**src/design/bp_pkg.sv**
```systemverilog
// sizes, instruction classes and shared packed structs of the branch prediction front
package bp_pkg;

  // ----------------------------------------
  // table and fetch geometry
  // ----------------------------------------
  localparam int unsigned NR_ENTRIES      = 64;
  localparam int unsigned INSTR_PER_FETCH = 2;
  localparam int unsigned NR_ROWS         = NR_ENTRIES / INSTR_PER_FETCH;
  localparam int unsigned ROW_BITS        = 5;
  localparam int unsigned SLOT_BITS       = 1;

  // no compressed instructions, slots sit 4 bytes apart
  localparam logic [31:0] SLOT_BYTES  = 32'd4;
  localparam logic [31:0] FETCH_BYTES = 32'd8;

  // downstream buffer depth
  localparam int unsigned              CREDIT_BITS = 3;
  localparam logic [CREDIT_BITS-1:0]   CREDITS     = 3'd4;

  // rv32 major opcodes of interest
  localparam logic [6:0] OPC_BRANCH = 7'b1100011;
  localparam logic [6:0] OPC_JAL    = 7'b1101111;
  localparam logic [6:0] OPC_JALR   = 7'b1100111;

  typedef enum logic [1:0] {
    OP_OTHER  = 2'd0,
    OP_BRANCH = 2'd1,
    OP_JAL    = 2'd2,
    OP_JALR   = 2'd3
  } opcode_e;

  // ----------------------------------------
  // pipeline payloads
  // ----------------------------------------
  typedef struct packed {
    logic                              valid;
    logic [31:0]                       pc;
    logic [INSTR_PER_FETCH-1:0][31:0]  instr;   // slot 0 at pc
  } fetch_t;

  typedef struct packed {
    opcode_e     kind;
    logic [31:0] instr;
  } slot_info_t;

  typedef struct packed {
    logic                                  valid;
    logic [31:0]                           pc;
    slot_info_t [INSTR_PER_FETCH-1:0]      slot;
  } decoded_t;

  typedef struct packed {
    logic       valid;
    logic [1:0] cnt;
  } bht_entry_t;

  typedef struct packed {
    logic        valid;
    logic [31:0] pc;
    logic        taken;
  } bht_update_t;

  typedef struct packed {
    logic valid;
    logic taken;
  } bht_pred_t;

  typedef struct packed {
    logic [31:0]                       pc;
    logic [31:0]                       next_pc;
    logic [SLOT_BITS-1:0]              taken_slot;
    logic                              taken;
    opcode_e [INSTR_PER_FETCH-1:0]     kind;
    logic [INSTR_PER_FETCH-1:0][31:0]  target;
  } pred_pkt_t;

endpackage

```
**src/design/branch_predecode.sv**
```systemverilog
// decode stage that registers an accepted fetch block and classifies each slot
`timescale 1ns/100ps

module branch_predecode (
  input  logic             clk_i,
  input  logic             rst_ni,
  input  bp_pkg::fetch_t   fetch_i,
  input  logic             fetch_ready_i,
  output bp_pkg::decoded_t dec_o
);

  logic accept;

  logic                                               valid_q;
  logic [31:0]                                        pc_q;
  bp_pkg::slot_info_t [bp_pkg::INSTR_PER_FETCH-1:0]   slot_d;
  bp_pkg::slot_info_t [bp_pkg::INSTR_PER_FETCH-1:0]   slot_q;

  assign accept = fetch_i.valid && fetch_ready_i;

  // ----------------------------------------
  // opcode classification
  // ----------------------------------------
  always_comb begin
    for (int s = 0; s < bp_pkg::INSTR_PER_FETCH; s++) begin
      slot_d[s].instr = fetch_i.instr[s];
      case (fetch_i.instr[s][6:0])
        bp_pkg::OPC_BRANCH: slot_d[s].kind = bp_pkg::OP_BRANCH;
        bp_pkg::OPC_JAL:    slot_d[s].kind = bp_pkg::OP_JAL;
        bp_pkg::OPC_JALR:   slot_d[s].kind = bp_pkg::OP_JALR;
        default:            slot_d[s].kind = bp_pkg::OP_OTHER;
      endcase
    end
  end

  // ----------------------------------------
  // stage register
  // ----------------------------------------
  always_ff @(posedge clk_i or negedge rst_ni) begin
    if (!rst_ni) begin
      valid_q <= 1'b0;
    end else begin
      valid_q <= accept;
    end
  end

  // block payload only moves on acceptance
  always_ff @(posedge clk_i) begin
    if (accept) begin
      pc_q   <= fetch_i.pc;
      slot_q <= slot_d;
    end
  end

  assign dec_o.valid = valid_q;
  assign dec_o.pc    = pc_q;
  assign dec_o.slot  = slot_q;

  // fetch blocks are always 8-byte aligned
  a_fetch_aligned : assert property (
    @(posedge clk_i) disable iff (!rst_ni)
    accept |-> (fetch_i.pc[2:0] == 3'b000)
  ) else $error("unaligned fetch pc %h", fetch_i.pc);

endmodule

```
**src/design/bht.sv**
```systemverilog
// branch history table of 2-bit saturating counters with lookup, update and flush
`timescale 1ns/100ps

module bht (
  input  logic                                              clk_i,
  input  logic                                              rst_ni,
  input  logic                                              flush_i,
  input  logic                                              debug_mode_i,
  input  logic [31:0]                                       lookup_pc_i,
  input  bp_pkg::bht_update_t                               bht_update_i,
  output bp_pkg::bht_pred_t [bp_pkg::INSTR_PER_FETCH-1:0]   pred_o
);

  bp_pkg::bht_entry_t bht_q [bp_pkg::NR_ROWS-1:0][bp_pkg::INSTR_PER_FETCH-1:0];

  logic [bp_pkg::ROW_BITS-1:0]  lookup_row;
  logic [bp_pkg::ROW_BITS-1:0]  upd_row;
  logic                         upd_col;
  logic                         upd_en;
  logic [1:0]                   upd_cnt;
  bp_pkg::bht_entry_t           upd_old;
  bp_pkg::bht_entry_t           upd_new;
  logic                         any_valid;

  // row from pc[7:3], column (slot) from pc[2]
  assign lookup_row = lookup_pc_i[bp_pkg::ROW_BITS+2:3];
  assign upd_row    = bht_update_i.pc[bp_pkg::ROW_BITS+2:3];
  assign upd_col    = bht_update_i.pc[2];

  // ----------------------------------------
  // lookup
  // ----------------------------------------
  for (genvar c = 0; c < bp_pkg::INSTR_PER_FETCH; c++) begin : gen_lookup
    assign pred_o[c].valid = bht_q[lookup_row][c].valid;
    assign pred_o[c].taken = bht_q[lookup_row][c].cnt[1];
  end

  // ----------------------------------------
  // update
  // ----------------------------------------
  // core updates are ignored while halted in debug
  assign upd_en  = bht_update_i.valid && !debug_mode_i;
  assign upd_old = bht_q[upd_row][upd_col];

  always_comb begin
    // fresh entries count from zero
    upd_cnt       = upd_old.valid ? upd_old.cnt : 2'b00;
    upd_new.valid = 1'b1;
    upd_new.cnt   = upd_cnt;
    if (bht_update_i.taken) begin
      if (upd_cnt != 2'b11) begin
        upd_new.cnt = upd_cnt + 2'b01;
      end
    end else begin
      if (upd_cnt != 2'b00) begin
        upd_new.cnt = upd_cnt - 2'b01;
      end
    end
  end

  // flush beats an update at the same edge
  always_ff @(posedge clk_i or negedge rst_ni) begin
    if (!rst_ni) begin
      for (int r = 0; r < bp_pkg::NR_ROWS; r++) begin
        for (int c = 0; c < bp_pkg::INSTR_PER_FETCH; c++) begin
          bht_q[r][c] <= '0;
        end
      end
    end else if (flush_i) begin
      for (int r = 0; r < bp_pkg::NR_ROWS; r++) begin
        for (int c = 0; c < bp_pkg::INSTR_PER_FETCH; c++) begin
          bht_q[r][c] <= '0;
        end
      end
    end else if (upd_en) begin
      bht_q[upd_row][upd_col] <= upd_new;
    end
  end

  // ----------------------------------------
  // checks
  // ----------------------------------------
  always_comb begin
    any_valid = 1'b0;
    for (int r = 0; r < bp_pkg::NR_ROWS; r++) begin
      for (int c = 0; c < bp_pkg::INSTR_PER_FETCH; c++) begin
        any_valid = any_valid | bht_q[r][c].valid;
      end
    end
  end

  // a cleared table must come up empty, even with an update racing the flush
  a_clear_empties : assert property (
    @(posedge clk_i)
    (flush_i || !rst_ni) |=> !any_valid
  ) else $error("table entry still valid after flush or reset");

endmodule

```
**src/design/predict_out.sv**
```systemverilog
// result stage with target computation, next pc selection, packet register and credits
`timescale 1ns/100ps

module predict_out (
  input  logic                                              clk_i,
  input  logic                                              rst_ni,
  input  bp_pkg::decoded_t                                  dec_i,
  input  bp_pkg::bht_pred_t [bp_pkg::INSTR_PER_FETCH-1:0]   pred_i,
  input  logic                                              fetch_valid_i,
  input  logic                                              credit_return_i,
  output logic                                              fetch_ready_o,
  output logic                                              pkt_valid_o,
  output bp_pkg::pred_pkt_t                                 pkt_o
);

  logic [bp_pkg::INSTR_PER_FETCH-1:0][31:0]  slot_pc;
  logic [bp_pkg::INSTR_PER_FETCH-1:0][31:0]  target;
  logic [bp_pkg::INSTR_PER_FETCH-1:0]        slot_taken;
  logic                                      pick_taken;
  logic [bp_pkg::SLOT_BITS-1:0]              pick_slot;
  bp_pkg::pred_pkt_t                         pkt_d;
  bp_pkg::pred_pkt_t                         pkt_q;
  logic                                      pkt_valid_q;
  logic [bp_pkg::CREDIT_BITS-1:0]            credit_d;
  logic [bp_pkg::CREDIT_BITS-1:0]            credit_q;
  logic                                      accept;

  // ----------------------------------------
  // per-slot targets and taken decision
  // ----------------------------------------
  for (genvar s = 0; s < bp_pkg::INSTR_PER_FETCH; s++) begin : gen_slot
    logic [31:0] instr;
    logic [31:0] b_imm;
    logic [31:0] j_imm;

    assign instr = dec_i.slot[s].instr;
    assign b_imm = {{20{instr[31]}}, instr[7], instr[30:25], instr[11:8], 1'b0};
    assign j_imm = {{12{instr[31]}}, instr[19:12], instr[20], instr[30:21], 1'b0};
    assign slot_pc[s] = dec_i.pc + (bp_pkg::SLOT_BYTES * s);

    always_comb begin
      case (dec_i.slot[s].kind)
        bp_pkg::OP_BRANCH: target[s] = slot_pc[s] + b_imm;
        bp_pkg::OP_JAL:    target[s] = slot_pc[s] + j_imm;
        default:           target[s] = '0;   // jalr is not predicted
      endcase
    end

    assign slot_taken[s] = (dec_i.slot[s].kind == bp_pkg::OP_JAL) ||
                           ((dec_i.slot[s].kind == bp_pkg::OP_BRANCH) &&
                            pred_i[s].valid && pred_i[s].taken);
  end

  // lowest taken slot wins
  always_comb begin
    pick_taken = 1'b0;
    pick_slot  = '0;
    for (int s = bp_pkg::INSTR_PER_FETCH - 1; s >= 0; s--) begin
      if (slot_taken[s]) begin
        pick_taken = 1'b1;
        pick_slot  = s[bp_pkg::SLOT_BITS-1:0];
      end
    end
  end

  always_comb begin
    pkt_d.pc         = dec_i.pc;
    pkt_d.taken      = pick_taken;
    pkt_d.taken_slot = pick_slot;
    pkt_d.next_pc    = pick_taken ? target[pick_slot] : dec_i.pc + bp_pkg::FETCH_BYTES;
    pkt_d.target     = target;
    for (int s = 0; s < bp_pkg::INSTR_PER_FETCH; s++) begin
      pkt_d.kind[s] = dec_i.slot[s].kind;
    end
  end

  // ----------------------------------------
  // packet register
  // ----------------------------------------
  always_ff @(posedge clk_i or negedge rst_ni) begin
    if (!rst_ni) begin
      pkt_valid_q <= 1'b0;
    end else begin
      pkt_valid_q <= dec_i.valid;
    end
  end

  always_ff @(posedge clk_i) begin
    if (dec_i.valid) begin
      pkt_q <= pkt_d;
    end
  end

  assign pkt_valid_o = pkt_valid_q;
  assign pkt_o       = pkt_q;

  // ----------------------------------------
  // credits
  // ----------------------------------------
  // a credit is reserved at acceptance and covers the block in flight
  assign accept        = fetch_valid_i && fetch_ready_o;
  assign fetch_ready_o = (credit_q != '0);

  always_comb begin
    credit_d = credit_q;
    if (accept && !credit_return_i) begin
      credit_d = credit_q - 1'b1;
    end else if (!accept && credit_return_i) begin
      credit_d = credit_q + 1'b1;
    end
  end

  always_ff @(posedge clk_i or negedge rst_ni) begin
    if (!rst_ni) begin
      credit_q <= bp_pkg::CREDITS;
    end else begin
      credit_q <= credit_d;
    end
  end

  // downstream must never hand back more than it was given
  a_credit_max : assert property (
    @(posedge clk_i) disable iff (!rst_ni)
    credit_q <= bp_pkg::CREDITS
  ) else $error("credit count %0d above limit", credit_q);

  a_credit_no_wrap : assert property (
    @(posedge clk_i) disable iff (!rst_ni)
    (credit_q == '0 && !credit_return_i) |=> (credit_q == '0)
  ) else $error("credit count wrapped below zero");

endmodule

```
**src/design/bp_top.sv**
```systemverilog
// top level joining predecode, history table and result stage
`timescale 1ns/100ps

module bp_top (
  input  logic                 clk_i,
  input  logic                 rst_ni,
  input  logic                 flush_i,
  input  logic                 debug_mode_i,
  input  bp_pkg::fetch_t       fetch_i,
  output logic                 fetch_ready_o,
  input  bp_pkg::bht_update_t  bht_update_i,
  input  logic                 credit_return_i,
  output logic                 pkt_valid_o,
  output bp_pkg::pred_pkt_t    pkt_o
);

  bp_pkg::decoded_t                                  dec;
  bp_pkg::bht_pred_t [bp_pkg::INSTR_PER_FETCH-1:0]   pred;

  // ----------------------------------------
  // stage 1, register and classify
  // ----------------------------------------
  branch_predecode u_predecode (
    .clk_i         (clk_i),
    .rst_ni        (rst_ni),
    .fetch_i       (fetch_i),
    .fetch_ready_i (fetch_ready_o),
    .dec_o         (dec)
  );

  // table looks up on the decode-stage pc
  bht u_bht (
    .clk_i        (clk_i),
    .rst_ni       (rst_ni),
    .flush_i      (flush_i),
    .debug_mode_i (debug_mode_i),
    .lookup_pc_i  (dec.pc),
    .bht_update_i (bht_update_i),
    .pred_o       (pred)
  );

  // ----------------------------------------
  // stage 2, predict and send
  // ----------------------------------------
  predict_out u_predict_out (
    .clk_i           (clk_i),
    .rst_ni          (rst_ni),
    .dec_i           (dec),
    .pred_i          (pred),
    .fetch_valid_i   (fetch_i.valid),
    .credit_return_i (credit_return_i),
    .fetch_ready_o   (fetch_ready_o),
    .pkt_valid_o     (pkt_valid_o),
    .pkt_o           (pkt_o)
  );

endmodule

```
**config.mk**
```make
export PLATFORM = sky130hd
export DESIGN_NAME = bp_top
export DESIGN_NICKNAME = d
export VERILOG_FILES = /design/src/design/bp_pkg.sv /design/src/design/branch_predecode.sv /design/src/design/bht.sv /design/src/design/predict_out.sv /design/src/design/bp_top.sv
export SDC_FILE = /design/constraint.sdc
export NUM_CORES = 1
export LEC_CHECK = 0
export BUFFER_PORTS_ARGS = -buffer_cell sky130_fd_sc_hd__buf_2
export CORE_ASPECT_RATIO = 1.1
export CORE_UTILIZATION = 50
export DETAILED_ROUTE_END_ITERATION = 12
export GPL_TIMING_DRIVEN = 0
export HOLD_SLACK_MARGIN = 0.03
export PLACE_DENSITY = 0.7
export REMOVE_ABC_BUFFERS = 1
export SLEW_MARGIN = 20
export SYNTH_ARGS = -nofsm -noshare
export SYNTH_HDL_FRONTEND = slang
export SYNTH_SLANG_ARGS = --single-unit
export TNS_END_PERCENT = 1
```
**constraint.sdc**
```tcl
create_clock -name clk_i -period 4.6 [get_ports clk_i]
set_input_delay 0.23 -clock clk_i [delete_from_list [all_inputs] [get_ports clk_i]]
set_output_delay 0.23 -clock clk_i [all_outputs]
set_load 0.01 [all_outputs]
```
==> flow_metrics.py <==
metrics = {
    "yosys": {
        "synth_top_area_cell": "edfxtp_1",
        "syn_area_sq_um": 23660,
        "ys_ff_latch": 417,
        "yosysTopAreaCellShare_pct": 27.93,
        "post_synth.cell_area_avg_sq_um": 10.84,
        "synth_edf_count": 220,
        "ys.flop_type": "edfxtp_1",
        "synth_seq_area_share_pct": 48.77,
        "synth_cells": 2182,
        "synth.yosys.warnings": 0,
        "synthTopCellsByArea": "edfxtp_1, dfrtp_1, nand2_1",
        "yosysUniqueCellTypes": 86,
        "async_flop_share_pct": 47.24,
    },
    "placed_design": {
        "post-dp-hpwl_um": 47990,
        "placed_cells": 2910,
        "gp_congestion": 0.9513,
        "place_ws_ps": -1289,
        "placement.io_buffers": 245,
    },
    "worst_setup_path": {
        "critPathMaxFanout": 6,
        "startpoint": "u_predecode.pc_q[4]",
        "worst_ep_required_time_ps": 4890,
        "r2r_cells": 16,
        "worstReg2RegStart": "u_predecode.pc_q[4]",
        "ff2ff_setup_slack_ps": 70,
        "crit_path_start_kind": "flop",
        "worstPathArrival_ps": 4820,
        "critPathKind": "reg2reg",
        "endpoint_kind": "flop",
        "r2r-end": "u_predict_out.pkt_o[100]",
    },
    "cts": {
        "cts_sinks": 417,
        "clk_pin_slew_ps": 60,
        "cts.path.max_buffers": 3,
        "cts-root-buf": "clkbuf_16",
        "numCtsBuffers": 45,
        "clkLatencyLatePin_ps": 590,
        "htree_levels": 2,
        "cts_tree": "done",
    },
    "power": {
        "power_frac_comb_pct": 34.1,
        "sw_frac_of_total_pct": 35.50,
        "p_int_mw": 8.814,
        "ir_drop_mv": 0.2740,
        "leakage_nw": 11.09,
        "power_density_nw_per_um2": 483.4,
        "switching_power_mw": 4.851,
        "p_seq_share_pct": 38.3,
        "clkPwrFrac_pct": 27.6,
    },
    "timing": {
        "setup_viol_count_final": 0,
        "tightest_slew_ps": 851.6,
        "hold_viol": 0,
        "fin_skew_ps": 20.87,
        "post-route-min-period_ps": 4533,
        "slew_viol_final": 0,
        "setup_ws_ps": 66.70,
        "max_freq_mhz": 220.6,
        "relSlewSlack_pct": 42.92,
        "rsz0062_at_grt": "true",
        "period_share_pct": 98.55,
    },
    "finish": {
        "instances_no_fill": 3099,
        "syn_to_final_growth_pct": 19.50,
        "final_util_pct": 60.49,
        "nNetsFinal": 2674,
        "nFillCells": 3779,
        "drive_gt1_share_pct": 25.53,
    },
    "floorplan": {
        "core-area_sq_um": 46730,
        "die_y_um": 230.1,
        "rows": 83,
        "die_w_um": 209.4,
        "initial_core_util_pct": 50.62,
        "io_pins": 272,
        "die-area_sq_um": 48180,
    },
    "hold_path": {
        "hold_depth": 3,
        "min_to": "u_predecode.dec_o[66]",
        "min_from": "fetch_i[37]",
        "hold_path_class": "in2reg",
    },
    "global_routing": {
        "grt_first_pass_wirelength_um": 106800,
        "antenna_found_initial": 1,
        "grt_max_degree": 104,
        "overflow": 0,
        "grt_pass1_vias": 18700,
        "grt.total_usage_pct": 28.94,
    },
    "routing": {
        "routedLengthMet1_um": 26000,
        "drt_iter0_drc": 1817,
        "ant_nets": 0,
        "dr.max_layer_used": "met4",
        "vias": 18990,
        "drt_first_pass_iters": 9,
        "drc_errors": 0,
        "drt_wl_total_um": 69900,
        "wl_met2_um": 35560,
        "vias_per_cell": 6.126,
        "routed-wl-met3_um": 4676,
        "wl_per_cell_um": 22.56,
    },
    "status": {
        "outcome": "completed",
    },
    "job": {
        "maxCapViolations": 0,
    },
}
[final cells by class]
class	instances	area (sq um)	area share, %
Clock buffer	58	1205	4.263
Timing Repair Buffer	383	2880	10.19
Tap cell	595	744.5	2.634
Antenna cell	1	2.502	0.008853
Multi-Input combinational cell	1582	11440	40.46
Inverter	38	142.6	0.5046
Clock inverter	25	314.1	1.111
Sequential cell	417	11540	40.83
[logic make-up (layout without fill, tap and decap cells)]
group | count (synthesis) | count (layout) | share of synthesized area [%]
simple gates | 817 | 817 | 17.70
buf+inv | 183 | 504 | 4.401
flops | 417 | 417 | 48.77
mux | 86 | 86 | 6.834
other cells | 0 | 1 | 0
fa+ha+maj | 72 | 72 | 3.893
xor+xnor | 106 | 106 | 3.925
compound gates | 501 | 501 | 14.48
[registers in the layout (all words and copies together), names as in the netlist]
| signal | flops |
|---|---|
| u_bht.bht_q | 192 |
| u_predict_out.pkt_valid_o | 1 |
| u_predict_out.credit_q | 3 |
| u_predict_out.pkt_o | 134 |
| u_predecode.dec_o | 54 |
| u_predecode.valid_q | 1 |
| u_predecode.pc_q | 32 |
[routing by layer]
metal / vias to the layer above / track usage [%]
li1: 8612 / -
met1: 9350 / 34.20
met2: 824 / 51.74
met3: 199 / 4.357
met4: 0 / 13.24
met5: - / 0
[power groups by stage]
stage / Combinational [mW] / Clock [mW] / Sequential, mW
after global routing: 5.03 / 3.96 / 5.27
after CTS: 4.52 / 3.81 / 5.22
after global placement: 4.01 / 0 / 5.49
after detailed placement: 4.35 / 0 / 5.31
final: 4.66 / 3.78 / 5.23
after floorplan: 2.35 / 0 / 5.48
[timing repair]
item,in CTS,in global routing
hold endpoints to repair,198,0
endpoints found under the setup margin,26,17
gates resized for setup,17,26
pin swaps,2,5
hold buffers,90,0
setup buffers,7,8
[layout by cell type (no fill, tap or decap), drive strengths merged, types with 7 or more instances in the layout]
cell type / Yosys / layout
bufinv: 0 / 7
nand4: 21 / 21
nor2b: 15 / 15
o311ai: 8 / 8
o21bai: 12 / 12
dfrtp: 196 / 196
nor3: 31 / 31
a21o: 19 / 19
edfxtp: 220 / 220
and4: 9 / 9
and3: 16 / 16
a22oi: 7 / 7
nand2b: 9 / 9
nand3: 127 / 127
inv: 38 / 40
mux2i: 13 / 13
dlygate4sd3: 0 / 90
o21ai: 130 / 130
xor2: 37 / 37
a21oi: 193 / 193
and2: 21 / 21
clkbuf: 73 / 58
o211ai: 32 / 32
buf: 72 / 293
mux4: 52 / 52
clkinv: 0 / 13
mux2: 21 / 21
nor4: 12 / 12
a211oi: 20 / 20
nand3b: 69 / 69
ha: 68 / 68
nand2: 290 / 290
xnor2: 69 / 69
nor2: 176 / 176
[worst max-delay path, stage by stage, from the launching register on]
cell and delay, ps:
edfxtp_1 500, ha_2 260, and3_2 250, nand4_1 220, nor2_4 220, and2_1 200
nand3_1 140, xnor2_2 200, ha_2 410, and4_2 290, nand3_2 150, o311ai_4 300
a32oi_4 120, buf_4 180, o2111a_1 260, nor4_4 360, o32ai_2 190
[Yosys cell counts (7+ instances only)]
| master | count |
|---|---|
| nand2_1 | 290 |
| edfxtp_1 | 220 |
| dfrtp_1 | 196 |
| nor2_1 | 176 |
| a21oi_1 | 144 |
| clkbuf_1 | 71 |
| nand3b_1 | 69 |
| xnor2_1 | 69 |
| ha_1 | 68 |
| nand3_1 | 67 |
| o21ai_0 | 66 |
| nand3_2 | 60 |
| a21oi_2 | 49 |
| o21ai_2 | 49 |
| xor2_1 | 37 |
| inv_1 | 36 |
| buf_2 | 33 |
| o211ai_1 | 32 |
| mux4_2 | 31 |
| nor3_1 | 31 |
| and2_1 | 21 |
| mux2_2 | 21 |
| mux4_1 | 21 |
| nand4_1 | 21 |
| a211oi_1 | 20 |
| a21o_1 | 19 |
| and3_1 | 16 |
| nor2b_1 | 15 |
| o21ai_1 | 15 |
| buf_6 | 13 |
| mux2i_1 | 13 |
| nor4_1 | 12 |
| o21bai_1 | 11 |
| and4_1 | 9 |
| buf_12 | 9 |
| nand2b_1 | 9 |
| buf_1 | 8 |
| a22oi_1 | 7 |
| buf_4 | 7 |
[through the flow]
step                hold slack, ps  cell area, sq um  setup TNS, ps  power [mW]
finish                       51.37             28270              0       13.66
detailed placement           87.55             25500         -11370       9.661
floorplan                   -65.59             22760         -10800       7.827
CTS                          34.34             28050         -259.3       13.55
global route                 48.01             28260         -176.2       14.26
global placement             407.3             24730        -371890       9.498
[worst max-delay path by stage]
| stage | cells after the start | to |
|---|---|---|
| 2_1_floorplan | 6 | u_predict_out.pkt_o[91] |
| 3_3_place_gp | 7 | u_predict_out.pkt_o[98] |
| 3_5_place_dp | 16 | u_predict_out.pkt_o[96] |
| 4_1_cts | 16 | u_predict_out.pkt_o[100] |
| 5_1_grt | 16 | u_predict_out.pkt_o[92] |
| 6_report | 16 | u_predict_out.pkt_o[100] |
Power figures use the tool's default switching activity.
